===== config.mk =====
export PLATFORM = sky130hd
export DESIGN_NAME = tnr_blend_top
export DESIGN_NICKNAME = d
export VERILOG_FILES = /design/src/hdl/tnr_pkg.sv /design/src/hdl/tnr_blend_top.sv /design/src/hdl/pixel_blend.sv /design/src/hdl/blend_weight.sv /design/src/hdl/restoring_divider.sv /design/src/hdl/pixel_diff.sv
export SDC_FILE = /design/constraint.sdc
export NUM_CORES = 1
export LEC_CHECK = 0
export BUFFER_PORTS_ARGS = -buffer_cell sky130_fd_sc_hd__buf_2
export CORE_MARGIN = 5
export CORE_UTILIZATION = 60
export DETAILED_ROUTE_END_ITERATION = 10
export GPL_TIMING_DRIVEN = 0
export PLACE_DENSITY = 0.87
export SLEW_MARGIN = 25
export SYNTH_ARGS = -nofsm -noshare
export SYNTH_HDL_FRONTEND = slang
export SYNTH_SLANG_ARGS = --single-unit
export TNS_END_PERCENT = 30

===== constraint.sdc =====
create_clock -name clk -period 10.2 [get_ports clk]
set_clock_uncertainty 0.1 [all_clocks]
set_input_delay 1.02 -clock clk [delete_from_list [all_inputs] [get_ports clk]]
set_output_delay 1.02 -clock clk [all_outputs]
set_load 0.02 [all_outputs]

===== src/hdl/tnr_pkg.sv =====
`default_nettype none

package tnr_pkg;

    //////////////////////////////////////////////////////////////////////
    // Widths
    //////////////////////////////////////////////////////////////////////

    // Pixel sample size
    localparam int pixel_width = 12;

    // Blend threshold size
    localparam int thr_width = 9;

    // Q8 weight, one extra bit so that 256 fits
    localparam int weight_width = 9;

    // Fractional bits of a weight
    localparam int frac_bits = 8;

    //////////////////////////////////////////////////////////////////////
    // Stage payloads
    //////////////////////////////////////////////////////////////////////

    // Input side to weight stage
    typedef struct packed {
        logic [pixel_width-1:0] cur;
        logic [pixel_width-1:0] prev;
        logic [pixel_width-1:0] diff;
        logic [thr_width-1:0]   blend_th0;
        logic [thr_width-1:0]   blend_th1;
    } diff_item_t;

    // Weight stage to output side
    typedef struct packed {
        logic [pixel_width-1:0]  cur;
        logic [pixel_width-1:0]  prev;
        logic [weight_width-1:0] w_s;
        logic [weight_width-1:0] w_f;
    } weight_item_t;

endpackage

`default_nettype wire

===== src/hdl/tnr_blend_top.sv =====
`timescale 1ns/1ps
`default_nettype none

module tnr_blend_top (
    input  logic                            clk,
    input  logic                            reset,
    input  logic                            in_valid,
    input  logic [tnr_pkg::pixel_width-1:0] cur,
    input  logic [tnr_pkg::pixel_width-1:0] prev,
    input  logic [tnr_pkg::thr_width-1:0]   blend_th0,
    input  logic [tnr_pkg::thr_width-1:0]   blend_th1,
    output logic                            out_valid,
    output logic [tnr_pkg::pixel_width-1:0] out_pixel
);

    // Divider sized for a Q8 ratio of two threshold-wide values
    localparam int div_dividend_width = tnr_pkg::thr_width + tnr_pkg::frac_bits;
    localparam int div_divisor_width  = tnr_pkg::thr_width;

    logic                  diff_valid;
    tnr_pkg::diff_item_t   diff_item;
    logic                  weight_valid;
    tnr_pkg::weight_item_t weight_item;

    // 1 cycle, register and absolute difference
    pixel_diff i_pixel_diff (
        .clk        (clk),
        .reset      (reset),
        .in_valid   (in_valid),
        .cur        (cur),
        .prev       (prev),
        .blend_th0  (blend_th0),
        .blend_th1  (blend_th1),
        .diff_valid (diff_valid),
        .diff_item  (diff_item)
    );

    // 11 cycles, classify, divide, select
    blend_weight #(
        .dividend_width (div_dividend_width),
        .divisor_width  (div_divisor_width)
    ) i_blend_weight (
        .clk          (clk),
        .reset        (reset),
        .diff_valid   (diff_valid),
        .diff_item    (diff_item),
        .weight_valid (weight_valid),
        .weight_item  (weight_item)
    );

    // 2 cycles, multiply then round
    pixel_blend i_pixel_blend (
        .clk          (clk),
        .reset        (reset),
        .weight_valid (weight_valid),
        .weight_item  (weight_item),
        .out_valid    (out_valid),
        .out_pixel    (out_pixel)
    );

endmodule

`default_nettype wire


===== src/hdl/pixel_blend.sv =====
`timescale 1ns/1ps
`default_nettype none

module pixel_blend (
    input  logic                            clk,
    input  logic                            reset,
    input  logic                            weight_valid,
    input  tnr_pkg::weight_item_t           weight_item,
    output logic                            out_valid,
    output logic [tnr_pkg::pixel_width-1:0] out_pixel
);

    // Weight times pixel
    localparam int prod_width  = tnr_pkg::pixel_width + tnr_pkg::weight_width;
    // Half LSB of the Q8 result
    localparam int round_const = 1 << (tnr_pkg::frac_bits - 1);

    // Stage A, products
    logic                  mul_valid;
    logic [prod_width-1:0] prod_s;
    logic [prod_width-1:0] prod_f;

    always_ff @(posedge clk) begin
        if (reset) begin
            mul_valid <= 1'b0;
        end else begin
            mul_valid <= weight_valid;
        end
    end

    always_ff @(posedge clk) begin
        prod_s <= weight_item.w_s * weight_item.prev;
        prod_f <= weight_item.w_f * weight_item.cur;
    end

    // Stage B, sum with rounding then drop fraction
    logic [prod_width:0] sum;

    assign sum = {1'b0, prod_s} + {1'b0, prod_f} + (prod_width + 1)'(round_const);

    always_ff @(posedge clk) begin
        if (reset) begin
            out_valid <= 1'b0;
        end else begin
            out_valid <= mul_valid;
        end
    end

    always_ff @(posedge clk) begin
        out_pixel <= sum[tnr_pkg::frac_bits +: tnr_pkg::pixel_width];
    end

    // Convex mix stays inside the pixel pair it came from
    logic [tnr_pkg::pixel_width-1:0] pix_lo;
    logic [tnr_pkg::pixel_width-1:0] pix_hi;

    assign pix_lo = (weight_item.cur < weight_item.prev) ? weight_item.cur : weight_item.prev;
    assign pix_hi = (weight_item.cur < weight_item.prev) ? weight_item.prev : weight_item.cur;

    a_out_in_range : assert property (@(posedge clk) disable iff (reset)
        out_valid |-> (out_pixel >= $past(pix_lo, 2)) && (out_pixel <= $past(pix_hi, 2)));

endmodule

`default_nettype wire


===== src/hdl/blend_weight.sv =====
`timescale 1ns/1ps
`default_nettype none

module blend_weight #(
    parameter int dividend_width = 17,
    parameter int divisor_width  = 9
) (
    input  logic                  clk,
    input  logic                  reset,
    input  logic                  diff_valid,
    input  tnr_pkg::diff_item_t   diff_item,
    output logic                  weight_valid,
    output tnr_pkg::weight_item_t weight_item
);

    // Q8 unity weight
    localparam logic [tnr_pkg::weight_width-1:0] full_weight =
        tnr_pkg::weight_width'(1 << tnr_pkg::frac_bits);

    //////////////////////////////////////////////////////////////////////
    // Stage 1, classify and form divider operands
    //////////////////////////////////////////////////////////////////////

    logic [tnr_pkg::pixel_width-1:0] th0_ext;
    logic [tnr_pkg::pixel_width-1:0] th1_ext;
    logic [tnr_pkg::pixel_width-1:0] diff_off;
    logic                            below_th0;
    logic                            in_band;
    logic [dividend_width-1:0]       dvd_d;
    logic [divisor_width-1:0]        dsr_d;
    tnr_pkg::weight_item_t           cls_d;

    always_comb begin
        th0_ext   = tnr_pkg::pixel_width'(diff_item.blend_th0);
        th1_ext   = tnr_pkg::pixel_width'(diff_item.blend_th1);
        below_th0 = diff_item.diff < th0_ext;
        // Band only exists for an ordered threshold pair, edges inclusive
        in_band   = (diff_item.blend_th1 > diff_item.blend_th0) && !below_th0 &&
                    (diff_item.diff <= th1_ext);
        diff_off  = diff_item.diff - th0_ext;

        // Class rides in the weight fields
        // w_s bit 0 flags blend, w_f holds the fixed motion weight
        cls_d.cur  = diff_item.cur;
        cls_d.prev = diff_item.prev;
        cls_d.w_s  = tnr_pkg::weight_width'(in_band);
        cls_d.w_f  = below_th0 ? '0 : full_weight;

        if (in_band) begin
            // (diff - th0) * 256 over (th1 - th0)
            dvd_d = dividend_width'(diff_off) << tnr_pkg::frac_bits;
            dsr_d = divisor_width'(diff_item.blend_th1 - diff_item.blend_th0);
        end else begin
            // Dummy 0 / 1 keeps the divider away from zero
            dvd_d = '0;
            dsr_d = divisor_width'(1);
        end
    end

    logic                      s1_valid;
    logic [dividend_width-1:0] s1_dvd;
    logic [divisor_width-1:0]  s1_dsr;
    tnr_pkg::weight_item_t     s1_cls;

    always_ff @(posedge clk) begin
        if (reset) begin
            s1_valid <= 1'b0;
        end else begin
            s1_valid <= diff_valid;
        end
    end

    always_ff @(posedge clk) begin
        s1_dvd <= dvd_d;
        s1_dsr <= dsr_d;
        s1_cls <= cls_d;
    end

    //////////////////////////////////////////////////////////////////////
    // Division, nine stages
    //////////////////////////////////////////////////////////////////////

    logic                     div_done;
    logic [divisor_width-1:0] div_quot;
    tnr_pkg::weight_item_t    div_tag;

    restoring_divider #(
        .dividend_width (dividend_width),
        .divisor_width  (divisor_width)
    ) i_restoring_divider (
        .clk      (clk),
        .reset    (reset),
        .start    (s1_valid),
        .dividend (s1_dvd),
        .divisor  (s1_dsr),
        .tag      (s1_cls),
        .done     (div_done),
        .quotient (div_quot),
        .tag_out  (div_tag)
    );

    //////////////////////////////////////////////////////////////////////
    // Final stage, weight select
    //////////////////////////////////////////////////////////////////////

    logic [tnr_pkg::weight_width-1:0] w_f_sel;

    // Quotient for blend samples, fixed weight otherwise
    assign w_f_sel = div_tag.w_s[0] ? tnr_pkg::weight_width'(div_quot) : div_tag.w_f;

    always_ff @(posedge clk) begin
        if (reset) begin
            weight_valid <= 1'b0;
        end else begin
            weight_valid <= div_done;
        end
    end

    always_ff @(posedge clk) begin
        weight_item.cur  <= div_tag.cur;
        weight_item.prev <= div_tag.prev;
        weight_item.w_f  <= w_f_sel;
        weight_item.w_s  <= full_weight - w_f_sel;
    end

    // Weights stay complementary, so the quotient never exceeded unity
    a_weight_sum : assert property (@(posedge clk) disable iff (reset)
        weight_valid |->
            ({1'b0, weight_item.w_s} + {1'b0, weight_item.w_f}) == {1'b0, full_weight});

endmodule

`default_nettype wire


===== src/hdl/restoring_divider.sv =====
`timescale 1ns/1ps
`default_nettype none

module restoring_divider #(
    parameter int dividend_width = 17,
    parameter int divisor_width  = 9
) (
    input  logic                      clk,
    input  logic                      reset,
    input  logic                      start,
    input  logic [dividend_width-1:0] dividend,
    input  logic [divisor_width-1:0]  divisor,
    input  tnr_pkg::weight_item_t     tag,
    output logic                      done,
    output logic [divisor_width-1:0]  quotient,
    output tnr_pkg::weight_item_t     tag_out
);

    // One quotient bit per stage
    localparam int quot_width = divisor_width;

    for (genvar i = 0; i < quot_width; i++) begin : g_stage
        logic                     vld_in;
        logic [divisor_width-1:0] rem_in;
        logic [quot_width-1:0]    low_in;
        logic [quot_width-1:0]    quot_in;
        logic [divisor_width-1:0] dsr_in;
        tnr_pkg::weight_item_t    tag_in;
        logic [divisor_width:0]   shifted;
        logic [divisor_width:0]   trial;
        logic                     borrow;
        logic                     vld_q;
        logic [quot_width-1:0]    quot_q;
        tnr_pkg::weight_item_t    tag_q;

        if (i == 0) begin : g_head
            // Upper dividend bits seed the remainder, must be below divisor
            assign vld_in  = start;
            assign rem_in  = divisor_width'(dividend >> quot_width);
            assign low_in  = dividend[quot_width-1:0];
            assign quot_in = '0;
            assign dsr_in  = divisor;
            assign tag_in  = tag;
        end else begin : g_body
            assign vld_in  = g_stage[i-1].vld_q;
            assign rem_in  = g_stage[i-1].g_carry.rem_q;
            assign low_in  = g_stage[i-1].g_carry.low_q;
            assign quot_in = g_stage[i-1].quot_q;
            assign dsr_in  = g_stage[i-1].g_carry.dsr_q;
            assign tag_in  = g_stage[i-1].tag_q;
        end

        // Bring down next dividend bit, then trial subtract
        assign shifted = {rem_in, low_in[quot_width-1]};
        assign trial   = shifted - {1'b0, dsr_in};
        assign borrow  = trial[divisor_width];

        always_ff @(posedge clk) begin
            if (reset) begin
                vld_q <= 1'b0;
            end else begin
                vld_q <= vld_in;
            end
        end

        // Quotient bit set when the trial did not borrow
        always_ff @(posedge clk) begin
            quot_q <= {quot_in[quot_width-2:0], ~borrow};
            tag_q  <= tag_in;
        end

        // Remainder and operands only needed by later stages
        if (i < quot_width - 1) begin : g_carry
            logic [divisor_width-1:0] rem_q;
            logic [quot_width-1:0]    low_q;
            logic [divisor_width-1:0] dsr_q;

            always_ff @(posedge clk) begin
                // Restore on borrow
                rem_q <= borrow ? shifted[divisor_width-1:0] : trial[divisor_width-1:0];
                low_q <= low_in << 1;
                dsr_q <= dsr_in;
            end
        end
    end

    assign done     = g_stage[quot_width-1].vld_q;
    assign quotient = g_stage[quot_width-1].quot_q;
    assign tag_out  = g_stage[quot_width-1].tag_q;

    // Caller must never start a division by zero
    a_divisor_nonzero : assert property (@(posedge clk) disable iff (reset)
        start |-> divisor != '0);

endmodule

`default_nettype wire


===== src/hdl/pixel_diff.sv =====
`timescale 1ns/1ps
`default_nettype none

module pixel_diff (
    input  logic                              clk,
    input  logic                              reset,
    input  logic                              in_valid,
    input  logic [tnr_pkg::pixel_width-1:0]   cur,
    input  logic [tnr_pkg::pixel_width-1:0]   prev,
    input  logic [tnr_pkg::thr_width-1:0]     blend_th0,
    input  logic [tnr_pkg::thr_width-1:0]     blend_th1,
    output logic                              diff_valid,
    output tnr_pkg::diff_item_t               diff_item
);

    // Absolute difference, larger minus smaller
    logic [tnr_pkg::pixel_width-1:0] abs_diff;
    logic                            cur_ge_prev;

    always_comb begin
        cur_ge_prev = cur >= prev;
        // Order the operands so the result never wraps
        if (cur_ge_prev) begin
            abs_diff = cur - prev;
        end else begin
            abs_diff = prev - cur;
        end
    end

    // Strobe register
    always_ff @(posedge clk) begin
        if (reset) begin
            diff_valid <= 1'b0;
        end else begin
            diff_valid <= in_valid;
        end
    end

    // Payload register, thresholds stay with their own pixel
    always_ff @(posedge clk) begin
        diff_item.cur       <= cur;
        diff_item.prev      <= prev;
        diff_item.diff      <= abs_diff;
        diff_item.blend_th0 <= blend_th0;
        diff_item.blend_th1 <= blend_th1;
    end

endmodule

`default_nettype wire


## Word-level counts from Yosys, hierarchy flattened

Cells that the tools add are included.

- Bits in registers: 753
- Input bits: 45
- Bits in read-only memories: 0
- RAM bits: 0
- Output and inout port bits: 13
- Memories: 0
- Bits in latches: 0
- Word-level logic and storage cells: 147

- Bitwise gates (word level): 9
- $add $sub $neg: 16
- Muxes and demuxes: 11
- Reduce and logical (&&, ||, !) cells: 3
- Eq/ne operators: 0
- Divide/modulo/power cells: 0
- Multiply operators: 2
- Magnitude comparators: 4
- Shift operators: 0

Operator list:

| kind | count |
|---|---|
| 9-bit two-way mux | 10 |
| 10-bit by 9-bit subtractor with 10-bit output | 8 |
| 9-bit by 12-bit multiplier with 20-bit output | 2 |
| 12-bit subtractor | 2 |
| 20-bit adder | 1 |
| 20-bit by 8-bit adder with 20-bit output (second input constant) | 1 |
| 9-bit subtractor | 2 |
| 12-bit >= comparator | 1 |
| 12-bit by 9-bit <= comparator with 1-bit output | 1 |
| 12-bit by 9-bit < comparator with 1-bit output | 1 |
| 12-bit two-way mux | 1 |
| 9-bit by 9-bit subtractor with 10-bit output | 1 |
| 9-bit greater-than comparator | 1 |
| 1-bit inverter | 9 |
| 9-bit subtractor (first input constant) | 1 |
| 1-bit logical AND | 2 |
| 1-bit zero test | 1 |

## Depth between registers and ports, before layout

- Word-level depth: 4
- Depth in mapped cells: 19

## By module

A second synthesis with hierarchy kept.

- Cell total of the unflattened synthesis: 2,688
- Area total of the unflattened synthesis: 31,121.1 um^2

By module, submodules not included:

| module | times used | seq. area each (um^2) | area an instance (um^2) | cells each |
|---|---|---|---|---|
| restoring_divider | 1 | 12,251.8 | 16,976.3 | 1,226 |
| pixel_blend | 1 | 1,081.0 | 8,708.4 | 964 |
| blend_weight | 1 | 1,741.7 | 3,145.5 | 282 |
| pixel_diff | 1 | 1,101.1 | 2,290.9 | 216 |

## Worst setup path before layout

OpenSTA, ideal clock, no wires.

- Kind: reg2reg
- Start: register i_blend_weight.weight_item[9] (netlist name)
- End: register i_pixel_blend.prod_f[19]
- Path slack: 5,559 ps
- Path buffers: 1
- Setup time: 72 ps
- Required time: 10,028 ps
- Cell stages (with the launch flop): 17
- Clock period less this slack: 4,641 ps
- Arrival time: 4,469 ps
- Cell sequence: dfxtp_1 > clkbuf_1 > nand2_1 > fa_1 > inv_1 > fa_1 > fa_1 > inv_1 > fa_1 > inv_1 > ha_1 > or3_1 > o221a_2 > o41ai_4 > o21bai_2 > a221oi_2 > xnor2_1

RTL lines:

| item | line | RTL |
|---|---|---|
| end signal: assignment | pixel_blend.sv:33 | `prod_f <= weight_item.w_f * weight_item.cur;` |
| end: declaration | pixel_blend.sv:21 | `logic [prod_width-1:0] prod_f;` |

==> impl_metrics.yaml <==
timing:
  worst_slack_ns: 4.78
  setup_violations: 0
  fmax_ghz: 0.184
  rsz0062_at_grt: "no"
  tightest_slew_ns: 1.03
  hold_viol: 0
  setup_tns_ns: 0
  slew_viol_final: 0
  fin_crit_sh: 0.532
  relSlewSlack: 0.298
  period_needed_ns: 5.42
critical_path:
  crit_chain: "clkbuf_1, nand2_1, fa_1, inv_1, fa_1, fa_1, inv_1, fa_1, inv_1, ha_1, or3_1, o221a_2, o41ai_4, nor2_1, mux2i_1, a221oi_1"
  worstPathRequired_ns: 10.53
  crit_type: "reg -> reg"
  start_kind: "flip-flop"
  cpMostUsedCell: "fa_1"
  cp-end-kind: "flip-flop"
  path_max_fanout: 10
  slowest_stage: "fa_1"
  slowest_delay_ns: 0.56
  cp.arrival_ns: 5.75
clock_network:
  cts_buffer_depth: 3
  clk_pin_slew_ns: 0.06
  numCtsBuffers: 56
  cts.repair.resized: 0
  ctsHoldBuffers: 0
  htreeDepth: 2
  cts_setup_buffers: 0
  cts_tree: "built"
  clock-sinks: 628
  insertion_delay_ns: 0.62
  cts-root-buf: "clkbuf_16"
final_layout:
  diodes: 0
  syn_to_final_growth_pct: 11.2
  nets: 2969
  drive_gt1_frac: 0.0964
  final.fill_count: 3136
synthesis:
  synth_flop_cell: "dfxtp_1"
  async_flop_share: 0
  yosysMostFrequentCell: "dfxtp_1"
  avgSynthCellArea_um2: 11.1
  mappedNetlistArea_um2: 26700
  synth.distinct_cells: 73
  yosys-top-cells-area: "dfxtp_1 47%, fa_1 11%, ha_1 11%"
  yosysWarnings: 0
  syn_nets: 2854
  syn_inst: 2420
  synth_edf_count: 0
  synth_area_leader_cell: "dfxtp_1"
  ys_seq_elements: 628
  seq_area_frac_synth: 0.470
  synthTopCellsByCount: "628 x dfxtp_1, 352 x inv_1, 237 x ha_1, 152 x fa_1, 149 x nand2_1"
  yosysTopAreaCellShare: 0.470
die:
  fp.dieArea_um2: 48900
  die_x_um: 221
  core-area_um2: 44100
  die_h_um: 221
  io_pins: 58
  rows: 77
  start_util: 0.606
drt:
  route.met2.wl_mm: 27.3
  drt_first_pass_iters: 5
  route.vias.total: 16661
  dr_wl_met3_mm: 2.08
  wirelength_mm: 51.6
  antenna_violating_nets_post_route: 0
  dr.first_iter.drc_count: 788
  routed.top_layer: "met4"
  detail_route.wl_per_cell_um: 16.2
  via_per_inst: 5.25
  wl_met1_mm: 20.2
  drc: 0
place:
  io_buffers: 57
  place_congestion: 0.910
  post-place-ws_ns: 4.86
  dp_hpwl_mm: 36.7
grt:
  grt_max_degree: 18
  track_usage: 0.212
  grt-ovfl-total: 0
  grt_pass1_wl_mm: 87.3
  grt_pass1_vias: 18298
  antenna_found_initial: 0
power:
  ir_worst_vdd_uv: 189
  p_per_area_nw_per_um2: 287
  power_leakage_uw: 0.0139
run:
  cap_violations: 0
min_path:
  hold_path_class: "reg -> reg"
run_status:
  status: "complete, no violations"
[metrics by stage]
step | std cells | hold WS [ns] | power [uW] | area [um^2] | util
floorplan | 2420 | 0.210 | 5560 | 26700 | -
global placement | 3069 | 0.210 | 6070 | 27800 | 0.629
detailed placement | 3069 | 0.212 | 6280 | 27800 | 0.629
CTS | 3175 | 0.205 | 8570 | 29700 | 0.674
global route | 3175 | 0.204 | 9070 | 29700 | 0.674
finish | 3175 | 0.204 | 8530 | 29700 | 0.674
[registers in the layout, summed over array words and instances (netlist names), 12 cells and up]
name	flops
i_pixel_diff.diff_item	54
i_blend_weight.s1_cls	26
i_blend_weight.i_restoring_divider.g_stage.tag_q	208
i_pixel_blend.prod_f	20
i_blend_weight.i_restoring_divider.g_stage.quot_q	36
i_blend_weight.i_restoring_divider.g_stage.g_carry.rem_q	72
i_blend_weight.weight_item	41
i_blend_weight.i_restoring_divider.g_stage.g_carry.dsr_q	72
i_blend_weight.i_restoring_divider.tag_out	26
i_pixel_blend.out_pixel	12
i_pixel_blend.prod_s	20
[kinds of logic after synthesis]
logic type                 after synthesis  share of synthesized area
muxes                                   81                     0.0330
adders and majority gates              389                      0.225
and+or+nand+nor                        569                      0.108
DFF                                    628                      0.470
xor gates and xnor gates               112                     0.0367
AOI/OAI and AO/OA                      255                     0.0728
buffers and inverters                  386                     0.0546
[layout make-up]
cell class                      count  area, um^2  share of cell area
Clock inverter                     30         423              0.0142
Multi-Input combinational cell   1406       12700               0.427
Buffer                             34         139             0.00467
Sequential cell                   628       12600               0.423
Tap cell                          592         741              0.0249
Inverter                          352        1320              0.0444
Clock buffer                       76        1560              0.0523
Timing Repair Buffer               57         285             0.00959
[cell usage in the layout, fill, tap and decap left out, types with 21 or more instances in the layout]
| master | synthesis | routed |
|---|---|---|
| nand3_1 | 22 | 22 |
| and2_1 | 126 | 126 |
| buf_2 | 6 | 63 |
| ha_1 | 237 | 237 |
| dfxtp_1 | 628 | 628 |
| nand2_1 | 149 | 149 |
| mux2_2 | 58 | 58 |
| o21a_1 | 21 | 21 |
| nor2b_1 | 54 | 54 |
| xor2_1 | 43 | 43 |
| nor3_1 | 44 | 44 |
| inv_1 | 352 | 352 |
| o21ai_0 | 44 | 44 |
| a21o_1 | 40 | 40 |
| fa_1 | 152 | 152 |
| nor2_1 | 102 | 102 |
| clkbuf_16 | 0 | 56 |
| clkbuf_1 | 27 | 39 |
| xnor2_1 | 69 | 69 |
| mux2i_1 | 23 | 23 |
| a21oi_1 | 45 | 45 |
[critical path: cells and delay by family, from the launching register on]
family	cells	cell delay (ns)
AO/OA/AOI/OAI	3	0.99
adder cells (fa/ha/maj)	5	2.37
buffers and inverters	4	0.57
flip-flops	1	0.46
multiplexers	1	0.15
AND/OR/NAND/NOR	3	0.64
[metal layers]
metal  GRT usage  vias to the layer above
met5           0                        -
met4      0.0848                        0
met3      0.0322                      157
met2       0.404                      441
met1       0.235                     8006
li1            -                     8057
[path summary, 6_finish.rpt]
kind	from	to	slack [ns]	cells past startpoint
worst max-delay path	i_blend_weight.weight_item[9]	i_pixel_blend.prod_f[17]	4.78	16
worst min-delay path	flip-flop	i_blend_weight.i_restoring_divider.quotient[2]	0.20	0
worst max register to register	i_blend_weight.weight_item[9]	i_pixel_blend.prod_f[17]	4.78	16
worst min register to register	flip-flop	i_blend_weight.i_restoring_divider.quotient[2]	0.20	0
[power by group]
group	switching (uW)	internal, uW
registers	212	2930
logic	1720	1470
clock network	927	1260
total	2860	5670
Power figures use the tool's default switching activity.
